[src/verilog/c2c_pkg.sv]
//----------------------------------------
// Shared widths, frame layout and types of the card-to-card write bridge
// Header beat carries the opcode in bits 63 to 56 and the address in 31 to 0
// Data beat carries the strobe in bits 35 to 32 and the data in 31 to 0
// Unused frame bits are sent as zero and ignored on receive
// Single-beat writes only, no IDs and no bursts
//----------------------------------------
package c2c_pkg;

	// AXI side
	localparam int addr_width = 32;
	localparam int data_width = 32;
	localparam int strb_width = data_width / 8;

	// Aurora side
	localparam int lane_count   = 4;
	localparam int stream_width = 64;

	// Frame field positions
	localparam int opcode_msb = 63;
	localparam int opcode_lsb = 56;
	localparam int strb_lsb   = 32;

	typedef enum logic [7:0] {
		op_write = 8'h57,
		op_nop   = 8'h4e
	} c2c_opcode_t;

	typedef enum logic [1:0] {
		st_down,
		st_settle,
		st_up
	} link_state_t;

	// One received write, as queued
	typedef struct packed {
		logic [addr_width-1:0] addr;
		logic [data_width-1:0] data;
		logic [strb_width-1:0] strb;
	} cmd_t;

	localparam int link_settle_cycles = 16;
	localparam int cmd_fifo_depth     = 4;

	localparam logic [1:0] resp_okay   = 2'b00;
	localparam logic [1:0] resp_slverr = 2'b10;

endpackage

[src/verilog/link_ctrl.sv]
//----------------------------------------
// Link qualifier for the Aurora status lines
// Needs link_settle_cycles good cycles in a row before link_up
// Any bad cycle drops link_up on the next clock
//----------------------------------------
`timescale 1ns/100ps

module link_ctrl (
	input  logic                           aurora_clk,
	input  logic                           rst,
	input  logic                           hard_err,
	input  logic                           ch_up,
	input  logic [c2c_pkg::lane_count-1:0] lane_up,
	output logic                           link_up
);
	import c2c_pkg::*;

	typedef logic [$clog2(link_settle_cycles)-1:0] settle_cnt_t;

	link_state_t state;
	settle_cnt_t settle_cnt;
	logic        status_ok;

	// Channel up, all lanes up and no hard error
	assign status_ok = ch_up && (&lane_up) && !hard_err;

	always_ff @(posedge aurora_clk) begin
		if (rst) begin
			state      <= st_down;
			settle_cnt <= '0;
			link_up    <= 1'b0;
		end else begin
			link_up <= (state == st_up) && status_ok;
			if (!status_ok) begin
				state      <= st_down;
				settle_cnt <= '0;
			end else begin
				case (state)
					st_down: begin
						state      <= st_settle;
						settle_cnt <= settle_cnt_t'(1);
					end
					st_settle: begin
						// Count holds the good cycles seen before this one
						if (settle_cnt == settle_cnt_t'(link_settle_cycles - 1))
							state <= st_up;
						else
							settle_cnt <= settle_cnt + settle_cnt_t'(1);
					end
					st_up: state <= st_up;
					default: state <= st_down;
				endcase
			end
		end
	end

endmodule

[src/verilog/tx_framer.sv]
//----------------------------------------
// Slave write to TX frame converter
// AW and W are accepted together, one write in flight
// Link down at acceptance gives SLVERR and sends nothing
// TX back-pressure can stall the framer without limit
//----------------------------------------
`timescale 1ns/100ps

module tx_framer (
	input  logic                             aurora_clk,
	input  logic                             rst,
	input  logic                             link_up,
	input  logic [c2c_pkg::addr_width-1:0]   s_awaddr,
	input  logic                             s_awvalid,
	output logic                             s_awready,
	input  logic [c2c_pkg::data_width-1:0]   s_wdata,
	input  logic [c2c_pkg::strb_width-1:0]   s_wstrb,
	input  logic                             s_wvalid,
	output logic                             s_wready,
	output logic [1:0]                       s_bresp,
	output logic                             s_bvalid,
	input  logic                             s_bready,
	output logic [c2c_pkg::stream_width-1:0] tx_tdata,
	output logic                             tx_tlast,
	output logic                             tx_tvalid,
	input  logic                             tx_tready
);
	import c2c_pkg::*;

	typedef enum logic [1:0] {
		fr_idle,
		fr_hdr,
		fr_data,
		fr_resp
	} fr_state_t;

	fr_state_t             state;
	logic [addr_width-1:0] addr_q;
	logic [data_width-1:0] data_q;
	logic [strb_width-1:0] strb_q;
	logic                  accept;

	// Both channels taken in the same cycle
	assign accept    = (state == fr_idle) && s_awvalid && s_wvalid;
	assign s_awready = accept;
	assign s_wready  = accept;

	assign tx_tvalid = (state == fr_hdr) || (state == fr_data);
	assign tx_tlast  = (state == fr_data);
	assign s_bvalid  = (state == fr_resp);

	// Beat builder
	always_comb begin
		tx_tdata = '0;
		if (state == fr_data) begin
			tx_tdata[strb_lsb +: strb_width] = strb_q;
			tx_tdata[data_width-1:0]         = data_q;
		end else begin
			tx_tdata[opcode_msb:opcode_lsb] = op_write;
			tx_tdata[addr_width-1:0]        = addr_q;
		end
	end

	always_ff @(posedge aurora_clk) begin
		if (rst) begin
			state   <= fr_idle;
			s_bresp <= resp_okay;
		end else begin
			case (state)
				fr_idle: begin
					if (accept) begin
						state   <= link_up ? fr_hdr : fr_resp;
						s_bresp <= link_up ? resp_okay : resp_slverr;
					end
				end
				fr_hdr:  if (tx_tready) state <= fr_data;
				fr_data: if (tx_tready) state <= fr_resp;
				fr_resp: if (s_bready) state <= fr_idle;
				default: state <= fr_idle;
			endcase
		end
	end

	// Write payload
	always_ff @(posedge aurora_clk) begin
		if (accept) begin
			addr_q <= s_awaddr;
			data_q <= s_wdata;
			strb_q <= s_wstrb;
		end
	end

endmodule

[src/verilog/rx_deframer.sv]
//----------------------------------------
// RX frame parser feeding the command queue
// Beats are ignored while the link is down
// No back-pressure so a write seen with the queue full is lost
//----------------------------------------
`timescale 1ns/100ps

module rx_deframer (
	input  logic                             aurora_clk,
	input  logic                             rst,
	input  logic                             link_up,
	input  logic [c2c_pkg::stream_width-1:0] rx_tdata,
	input  logic                             rx_tlast,
	input  logic                             rx_tvalid,
	input  logic                             cmd_full,
	output logic                             cmd_push,
	output c2c_pkg::cmd_t                    cmd_data,
	output logic                             rx_overflow
);
	import c2c_pkg::*;

	typedef enum logic [1:0] {
		df_hdr,
		df_data,
		df_skip
	} df_state_t;

	df_state_t             state;
	c2c_opcode_t           opcode;
	logic [addr_width-1:0] addr_q;
	logic                  beat;
	logic                  cmd_done;

	assign beat     = rx_tvalid && link_up;
	assign opcode   = c2c_opcode_t'(rx_tdata[opcode_msb:opcode_lsb]);
	// Closing data beat of a write frame
	assign cmd_done = beat && (state == df_data) && rx_tlast;

	always_ff @(posedge aurora_clk) begin
		if (rst) begin
			state       <= df_hdr;
			cmd_push    <= 1'b0;
			rx_overflow <= 1'b0;
		end else begin
			cmd_push    <= cmd_done && !cmd_full;
			rx_overflow <= cmd_done && cmd_full;
			if (!link_up) begin
				state <= df_hdr;
			end else if (rx_tvalid) begin
				case (state)
					df_hdr: begin
						case (opcode)
							op_write: if (!rx_tlast) state <= df_data;
							// Nop and unknown opcodes have nothing to queue
							default:  if (!rx_tlast) state <= df_skip;
						endcase
					end
					df_data: state <= rx_tlast ? df_hdr : df_skip;
					df_skip: if (rx_tlast) state <= df_hdr;
					default: state <= df_hdr;
				endcase
			end
		end
	end

	// Address from the header and the rest from the data beat
	always_ff @(posedge aurora_clk) begin
		if (beat && (state == df_hdr))
			addr_q <= rx_tdata[addr_width-1:0];
		if (cmd_done) begin
			cmd_data.addr <= addr_q;
			cmd_data.data <= rx_tdata[data_width-1:0];
			cmd_data.strb <= rx_tdata[strb_lsb +: strb_width];
		end
	end

endmodule

[src/verilog/cmd_fifo.sv]
//----------------------------------------
// Command queue, first-word-fall-through
// depth must be a power of two
// Push while full and pop while empty are ignored
//----------------------------------------
`timescale 1ns/100ps

module cmd_fifo #(
	parameter int depth = c2c_pkg::cmd_fifo_depth
) (
	input  logic          aurora_clk,
	input  logic          rst,
	input  logic          push,
	input  c2c_pkg::cmd_t push_data,
	output logic          full,
	input  logic          pop,
	output logic          empty,
	output c2c_pkg::cmd_t head
);
	import c2c_pkg::*;

	typedef logic [$clog2(depth)-1:0]   ptr_t;
	typedef logic [$clog2(depth+1)-1:0] count_t;

	cmd_t   mem [depth];
	ptr_t   wr_ptr;
	ptr_t   rd_ptr;
	count_t count;
	logic   do_push;
	logic   do_pop;

	assign full    = (count == count_t'(depth));
	assign empty   = (count == '0);
	assign do_push = push && !full;
	assign do_pop  = pop && !empty;
	assign head    = mem[rd_ptr];

	always_ff @(posedge aurora_clk) begin
		if (rst) begin
			wr_ptr <= '0;
			rd_ptr <= '0;
			count  <= '0;
		end else begin
			// Pointers wrap on their own width
			if (do_push)
				wr_ptr <= wr_ptr + ptr_t'(1);
			if (do_pop)
				rd_ptr <= rd_ptr + ptr_t'(1);
			if (do_push && !do_pop)
				count <= count + count_t'(1);
			else if (do_pop && !do_push)
				count <= count - count_t'(1);
		end
	end

	always_ff @(posedge aurora_clk) begin
		if (do_push)
			mem[wr_ptr] <= push_data;
	end

endmodule

[src/verilog/axi_write_master.sv]
//----------------------------------------
// Replays queued commands as single-beat AXI writes
// One write at a time, in queue order
// The B response code is not looked at
//----------------------------------------
`timescale 1ns/100ps

module axi_write_master (
	input  logic                           aurora_clk,
	input  logic                           rst,
	input  logic                           cmd_empty,
	input  c2c_pkg::cmd_t                  cmd_head,
	output logic                           cmd_pop,
	output logic [c2c_pkg::addr_width-1:0] m_awaddr,
	output logic                           m_awvalid,
	input  logic                           m_awready,
	output logic [c2c_pkg::data_width-1:0] m_wdata,
	output logic [c2c_pkg::strb_width-1:0] m_wstrb,
	output logic                           m_wvalid,
	input  logic                           m_wready,
	input  logic                           m_bvalid,
	output logic                           m_bready
);
	typedef enum logic [1:0] {
		wm_idle,
		wm_issue,
		wm_resp
	} wm_state_t;

	wm_state_t state;
	logic      aw_done;
	logic      w_done;

	assign cmd_pop = (state == wm_idle) && !cmd_empty;

	// Channel finished before or in this cycle
	assign aw_done = !m_awvalid || m_awready;
	assign w_done  = !m_wvalid || m_wready;

	always_ff @(posedge aurora_clk) begin
		if (rst) begin
			state     <= wm_idle;
			m_awvalid <= 1'b0;
			m_wvalid  <= 1'b0;
			m_bready  <= 1'b0;
		end else begin
			case (state)
				wm_idle: begin
					if (cmd_pop) begin
						state     <= wm_issue;
						m_awvalid <= 1'b1;
						m_wvalid  <= 1'b1;
					end
				end
				wm_issue: begin
					if (m_awready)
						m_awvalid <= 1'b0;
					if (m_wready)
						m_wvalid <= 1'b0;
					if (aw_done && w_done) begin
						state    <= wm_resp;
						m_bready <= 1'b1;
					end
				end
				wm_resp: begin
					if (m_bvalid) begin
						state    <= wm_idle;
						m_bready <= 1'b0;
					end
				end
				default: state <= wm_idle;
			endcase
		end
	end

	// Popped entry held for the whole write
	always_ff @(posedge aurora_clk) begin
		if (cmd_pop) begin
			m_awaddr <= cmd_head.addr;
			m_wdata  <= cmd_head.data;
			m_wstrb  <= cmd_head.strb;
		end
	end

endmodule

[src/verilog/c2c_top.sv]
//----------------------------------------
// Card-to-card write bridge, everything on aurora_clk
// Slave writes go out as two-beat frames on the TX stream
// RX write frames are queued and replayed as master writes
// RX has no back-pressure, a full queue drops the frame
// The master B response code is not checked
//----------------------------------------
`timescale 1ns/100ps

module c2c_top (
	input  logic                               aurora_clk,
	input  logic                               rst,
	// Aurora status
	input  logic                               hard_err,
	input  logic                               ch_up,
	input  logic [c2c_pkg::lane_count-1:0]     lane_up,
	output logic                               link_up,
	// AXI slave write
	input  logic [c2c_pkg::addr_width-1:0]     s_awaddr,
	input  logic                               s_awvalid,
	output logic                               s_awready,
	input  logic [c2c_pkg::data_width-1:0]     s_wdata,
	input  logic [c2c_pkg::strb_width-1:0]     s_wstrb,
	input  logic                               s_wvalid,
	output logic                               s_wready,
	output logic [1:0]                         s_bresp,
	output logic                               s_bvalid,
	input  logic                               s_bready,
	// Aurora TX stream
	output logic [c2c_pkg::stream_width-1:0]   tx_tdata,
	output logic                               tx_tlast,
	output logic                               tx_tvalid,
	input  logic                               tx_tready,
	// Aurora RX stream
	input  logic [c2c_pkg::stream_width-1:0]   rx_tdata,
	input  logic                               rx_tlast,
	input  logic                               rx_tvalid,
	output logic                               rx_overflow,
	// AXI master write
	output logic [c2c_pkg::addr_width-1:0]     m_awaddr,
	output logic                               m_awvalid,
	input  logic                               m_awready,
	output logic [c2c_pkg::data_width-1:0]     m_wdata,
	output logic [c2c_pkg::strb_width-1:0]     m_wstrb,
	output logic                               m_wvalid,
	input  logic                               m_wready,
	input  logic                               m_bvalid,
	output logic                               m_bready
);
	import c2c_pkg::*;

	// Deframer to queue
	logic cmd_push;
	cmd_t cmd_data;
	logic cmd_full;

	// Queue to write master
	logic cmd_pop;
	logic cmd_empty;
	cmd_t cmd_head;

	//----------------------------------------
	// Link control
	//----------------------------------------
	link_ctrl i_link_ctrl (
		.aurora_clk (aurora_clk),
		.rst        (rst),
		.hard_err   (hard_err),
		.ch_up      (ch_up),
		.lane_up    (lane_up),
		.link_up    (link_up)
	);

	//----------------------------------------
	// Slave write to TX frames
	//----------------------------------------
	tx_framer i_tx_framer (
		.aurora_clk (aurora_clk),
		.rst        (rst),
		.link_up    (link_up),
		.s_awaddr   (s_awaddr),
		.s_awvalid  (s_awvalid),
		.s_awready  (s_awready),
		.s_wdata    (s_wdata),
		.s_wstrb    (s_wstrb),
		.s_wvalid   (s_wvalid),
		.s_wready   (s_wready),
		.s_bresp    (s_bresp),
		.s_bvalid   (s_bvalid),
		.s_bready   (s_bready),
		.tx_tdata   (tx_tdata),
		.tx_tlast   (tx_tlast),
		.tx_tvalid  (tx_tvalid),
		.tx_tready  (tx_tready)
	);

	//----------------------------------------
	// RX frames to master writes
	//----------------------------------------
	rx_deframer i_rx_deframer (
		.aurora_clk  (aurora_clk),
		.rst         (rst),
		.link_up     (link_up),
		.rx_tdata    (rx_tdata),
		.rx_tlast    (rx_tlast),
		.rx_tvalid   (rx_tvalid),
		.cmd_full    (cmd_full),
		.cmd_push    (cmd_push),
		.cmd_data    (cmd_data),
		.rx_overflow (rx_overflow)
	);

	cmd_fifo #(
		.depth (cmd_fifo_depth)
	) i_cmd_fifo (
		.aurora_clk (aurora_clk),
		.rst        (rst),
		.push       (cmd_push),
		.push_data  (cmd_data),
		.full       (cmd_full),
		.pop        (cmd_pop),
		.empty      (cmd_empty),
		.head       (cmd_head)
	);

	axi_write_master i_axi_write_master (
		.aurora_clk (aurora_clk),
		.rst        (rst),
		.cmd_empty  (cmd_empty),
		.cmd_head   (cmd_head),
		.cmd_pop    (cmd_pop),
		.m_awaddr   (m_awaddr),
		.m_awvalid  (m_awvalid),
		.m_awready  (m_awready),
		.m_wdata    (m_wdata),
		.m_wstrb    (m_wstrb),
		.m_wvalid   (m_wvalid),
		.m_wready   (m_wready),
		.m_bvalid   (m_bvalid),
		.m_bready   (m_bready)
	);

endmodule

[config.mk]
export PLATFORM = sky130hd
export DESIGN_NAME = c2c_top
export DESIGN_NICKNAME = d
export VERILOG_FILES = /design/src/verilog/c2c_pkg.sv /design/src/verilog/link_ctrl.sv /design/src/verilog/tx_framer.sv /design/src/verilog/rx_deframer.sv /design/src/verilog/cmd_fifo.sv /design/src/verilog/axi_write_master.sv /design/src/verilog/c2c_top.sv
export SDC_FILE = /design/constraint.sdc
export NUM_CORES = 1
export LEC_CHECK = 0
export ABC_AREA = 1
export BUFFER_PORTS_ARGS = -buffer_cell sky130_fd_sc_hd__buf_2
export CAP_MARGIN = 40
export CORE_ASPECT_RATIO = 1.1
export CORE_UTILIZATION = 60
export CTS_BUF_LIST = sky130_fd_sc_hd__clkbuf_4
export DETAILED_ROUTE_END_ITERATION = 10
export PLACE_DENSITY = 0.83
export SETUP_SLACK_MARGIN = 0.5
export SLEW_MARGIN = 20
export SYNTH_ARGS = -nofsm -noshare
export SYNTH_HDL_FRONTEND = slang
export SYNTH_SLANG_ARGS = --single-unit
[constraint.sdc]
create_clock -name aurora_clk -period 7 [get_ports aurora_clk]
set_clock_uncertainty 0.05 [all_clocks]
set_input_delay 1.05 -clock aurora_clk [delete_from_list [all_inputs] [get_ports aurora_clk]]
set_output_delay 1.05 -clock aurora_clk [all_outputs]
set_load 0.03 [all_outputs]
Yosys cells after proc, flatten, opt, wreduce, memory -nomap -nowiden
Memories as Yosys holds them, arrays and structs flattened. A register that Yosys moved wholly into a read port is not among the register bits.
Cells that the tools add are included.
- logic and storage cells: 138
- memories kept: 1
- RAM bits: 272
- register bits after elaboration: 195
- memory list (name ; words ; bits a word ; read ports ; clocked after Yosys merged registers in ; write ports ; RTL line ; RTL):
    i_cmd_fifo.mem ; 4 ; 68 ; 1 ; 1 ; 1 ; cmd_fifo.sv:25 ; cmd_t mem [depth];
- add/subtract/negate cells: 5
- bitwise operators: 2
- reduce and logical (&&, ||, !) cells: 47
- equal/unequal tests: 25
- mux-type cells: 36
- operator list (operator ; count):
    32-bit two-way mux ; 1
    2-bit two-way mux ; 15
    2-bit inequality test (second input constant) ; 9
    2-bit case mux with 3 select lines ; 3
    1-bit logical AND ; 17
    3-bit AND reduction ; 5
    2-bit equality test (second input constant) ; 5
    2-bit by 1-bit equality test with 1-bit output (second input constant) ; 4
    8-bit by 7-bit equality test with 1-bit output (second input constant) ; 1
    2-bit logical NOT ; 4
    4-bit two-way mux ; 2
    2-bit by 1-bit inequality test with 1-bit output (second input constant) ; 4
    2-bit case mux with 4 select lines ; 1
    4-bit case mux with 2 select lines ; 1
    4-bit AND reduction ; 2
    2-bit nonzero test ; 4
    1-bit logical NOT ; 7
    1-bit two-way mux ; 7
    7-bit two-way mux ; 1
    3-bit two-way mux ; 2
    1-bit case mux with 2 select lines ; 3
    2-bit by 1-bit adder with 2-bit output (second input constant) ; 2
    4-bit by 1-bit adder with 4-bit output (second input constant) ; 1
    4-bit equality test (second input constant) ; 1
    other kinds (8) ; 13

Depth between registers and ports, before layout
- depth in word-level cells: 7
- mapped depth: 12
- gate-level depth less buffers: 12

Cells and area by module
Synthesis repeated with hierarchy kept, for this count alone.
- cells, all modules: 1275
- area total of the unflattened synthesis: 19443.6 µm²
- by module, submodules not included (module ; area an instance (µm²) ; times used ; cells an instance ; sequential area each (µm²)):
    cmd_fifo ; 10547.6 ; 1 ; 727 ; 8348.0
    rx_deframer ; 3283.1 ; 1 ; 151 ; 3083.0
    tx_framer ; 2949.1 ; 1 ; 241 ; 2102.0
    axi_write_master ; 2280.9 ; 1 ; 104 ; 2142.1
    link_ctrl ; 382.9 ; 1 ; 52 ; 140.1

Worst setup path after synthesis
Ideal clock, no wire load.
- path kind: input to register
- start point: input rx_tvalid
- end point: register, netlist name i_rx_deframer.cmd_data[0]
- path slack: 2.437 ns
- library setup time: 0.497 ns
- cell stages on the path: 2
- required time: 6.453 ns
- arrival time: 4.017 ns
- path buffers: 0
- cells stage by stage: nand2_1 > nor2_1
- cells in the longest elaborated chain, start to end: 3
- ends and longest elaborated chain (what ; RTL line ; RTL):
    start, declared ; c2c_top.sv:37 ; input logic rx_tvalid,
    1-bit logical AND ; rx_deframer.sv:34 ; assign beat = rx_tvalid && link_up;
    1-bit logical AND (2 in series) ; rx_deframer.sv:37 ; assign cmd_done = beat && (state == df_data) && rx_tlast;
No other way between the ends.
A chain may end at the register's enable or synchronous reset.

Worst setup path in the final report
- start point: register i_tx_framer.state[0]
- end point: output tx_tdata[10] (netlist name)
- cells in the longest elaborated chain, start to end: 2
- ends and longest elaborated chain (what ; RTL line ; RTL):
    start, declared ; tx_framer.sv:37 ; fr_state_t state;
    start signal, assigned ; tx_framer.sv:66 ; state <= fr_idle;
    start signal, assigned ; tx_framer.sv:72 ; state <= link_up ? fr_hdr : fr_resp;
    start signal, assigned ; tx_framer.sv:76 ; fr_hdr: if (tx_tready) state <= fr_data;
    2-bit equality test ; tx_framer.sv:55 ; if (state == fr_data) begin
    32-bit two-way mux ; tx_framer.sv:55 ;
    end, declared ; c2c_top.sv:30 ; output logic [c2c_pkg::stream_width-1:0] tx_tdata,
No other way between the ends.

==> metrics.cfg <==
[run_status]
status=finished, final reports clean

[critical_path]
crit_family=buffers and inverters
end_kind=output port
cp_data_required_time_ps=5900
critPathArrivalTime_ps=2820
ff2ff_setup_slack_ps=4570
path_buf_inv=5
cp_cell_sequence=inv_1 -> ha_1 -> buf_4 -> inv_1 -> buf_16 -> nand2_1 -> nand2_1 -> buf_2
critPathMaxFanout=40
cpPeakStageDelay_ps=500
start_kind=register
setup.worst_path.start=i_tx_framer.state[0]$_SDFFE_PP0P_
regToRegStartpoint=i_cmd_fifo.count[0]$_SDFFE_PP0P_
cp_slowest_cell=inv_1
critical_path_class=register to output port

[cells_and_area]
multi_input_area_um2=2880
area_growth_pct=16.6
layout_common_cells=508 x edfxtp_1, 248 x buf_2, 159 x clkbuf_4
final_nets=1741
drive_gt1_share_pct=27.7
num-fill-cells=1897
seq_area_um2=15800
fin_util_pct=71.4
layout_commonest_cell=edfxtp_1

[power_and_ir_drop]
internal_power_mw=5.69
power_switching_mw=2.90
p_seq_share_pct=47.3
fin_total_pwr_mw=8.59
clkPwrFrac_pct=27.3
p_comb_share_pct=25.4
vdd_drop_max_v=0.000232
cellPowerDensity_nw_per_um2=382
switching_share_pct=33.8
p_leak_nw=8.33

[synthesis]
synth_top_area_share_pct=79.2
synth-edff-count=508
synth-seq-cells=534
yosysSeqAreaShare_pct=81.9
post_synth.cell_area_avg_um2=15.5
synth_area_leaders=edfxtp_1 79%, nor2_1 3.1%, nand2_1 2.9%
yosys.area.top_type=edfxtp_1
ys_warn_count=0
synth_ff_type=edfxtp_1
synth_cell_types=27
synthArstFlopShare_pct=0
synth_area_um2=19300
syn_inst=1247

[min_path]
hold_path.class=register to register
min_from=i_rx_deframer.addr_q[16]$_DFFE_PP_

[clocking]
cts_setup_buffers=0
ctsHoldBuffers=0
clkTransAtPathRegs_ps=70
cts_sinks=534
clock_latency_ps=780
cts_tree=built
clockBufferDepth=3
root_buffer=clkbuf_4
numCtsBuffers=116
ctsResizeCount=0
htreeDepth=3

[drt]
dr_total_vias=11324
drt_iter0_drc=865
drc_errors=0
routed_wl_um=37800
routedWlPerCell_um=18.0
routed_via_density=5.40
ant_nets=0
dr.pass1.iters=5

[timing]
tns_ps=0
max_slew_margin_pct=43.3
final.period_utilization_pct=56.0
fmax_ghz=0.255
finalHoldViolations=0
period_minus_slack_ps=3920
setup_viol=0
tightest_slew_ps=851
slew_violations=0
rsz0062_at_grt=false

[die]
initial_utilization_pct=61.2
num_rows=68
die_h_um=190
io-pin-count=293
die_x_um=173
die-area_um2=32800
core-area_um2=31500

[grt]
antenna_found_initial=5
overflow=0
grt_usage_pct=23.2
grt_pass1_wl_um=57700
grt_max_degree=83
grt_pass1_vias=11476

[placed_design]
dp_hpwl_um=22000
port_buffers=248
place_congestion=0.765

[run]
cap_violations=0

==> cell families (layout without fill, tap and decap cells) <==
logic type / count (synthesis) / count (layout) / share of synthesized area (%)
other cells: 1 / 27 / 0.0195
flops: 534 / 534 / 81.9
xor+xnor: 1 / 1 / 0.0455
compound gates: 238 / 238 / 6.67
simple gates: 327 / 327 / 6.53
buf+inv: 131 / 535 / 3.86
fa+ha+maj: 15 / 15 / 1.01
==> worst register-to-register path, cell delays in order, from the launching register on <==
cell	delay (ps)
dfxtp_1	400
inv_1	70
nand3_1	130
nand2_1	310
nor2_4	470
buf_4	600
==> synth_stat cells, drive strengths merged, types with 2 or more instances <==
| library cell | n |
|---|---|
| a21oi | 19 |
| edfxtp | 508 |
| nand3b | 2 |
| clkbuf | 18 |
| dfxtp | 26 |
| o22ai | 68 |
| buf | 63 |
| nand4 | 3 |
| o21ai | 149 |
| ha | 14 |
| inv | 50 |
| nand3 | 13 |
| nand2 | 148 |
| nor2 | 161 |
==> flip-flops by register name, indices dropped and copies added, names as in the netlist, 3 cells and up <==
name,flops
i_cmd_fifo.mem,272
i_rx_deframer.cmd_data,68
i_axi_write_master.m_awaddr,32
i_axi_write_master.m_wdata,32
i_rx_deframer.addr_q,32
i_tx_framer.addr_q,32
i_tx_framer.data_q,32
i_axi_write_master.m_wstrb,4
i_link_ctrl.settle_cnt,4
i_tx_framer.strb_q,4
i_cmd_fifo.count,3
==> path summary, 6_finish.rpt <==
check	endpoint	cells past startpoint
setup / recovery	tx_tdata[10]	8
hold / removal	i_rx_deframer.cmd_data[52]$_DFFE_PN_	0
setup reg to reg	i_cmd_fifo.mem[0][13]$_DFFE_PP_	5
hold reg to reg	i_rx_deframer.cmd_data[52]$_DFFE_PN_	0
==> metrics by stage <==
stage	area (um2)	instances	setup slack, ps	hold WS [ps]
final	22500	2097	3080	364
after global routing	22500	2097	2860	307
after CTS	22400	2093	3010	322
after detailed placement	20900	1878	3620	355
after global placement	20700	1870	3630	351
after floorplan	19400	1270	2440	350
==> metal layers <==
layer,vias to the layer above,wire [um],global-route usage [%]
li1,5253,-,-
met1,5405,13700,26.8
met2,597,20200,41.6
met3,65,3140,5.42
met4,4,769,10.0
met5,-,23,0
==> power by group through the flow <==
stage / Clock (mW) / Combinational, mW / Sequential [mW]
finish: 2.34 / 2.18 / 4.06
detailed placement: 0 / 2.17 / 4.13
CTS: 2.39 / 2.18 / 4.07
global route: 2.54 / 2.34 / 4.09
floorplan: 0 / 1.13 / 4.53
global placement: 0 / 2.06 / 4.13
==> cell type report <==
| class | count | area share (%) |
|---|---|---|
| clock inverter | 56 | 1.51 |
| tap | 420 | 2.34 |
| sequential | 534 | 70.2 |
| inverter | 50 | 0.852 |
| antenna | 3 | 0.0334 |
| timing repair buffer | 270 | 6.92 |
| clock buffer | 159 | 5.31 |
| multi-input combinational | 605 | 12.8 |
No activity file was read; power rests on OpenSTA's default activity.
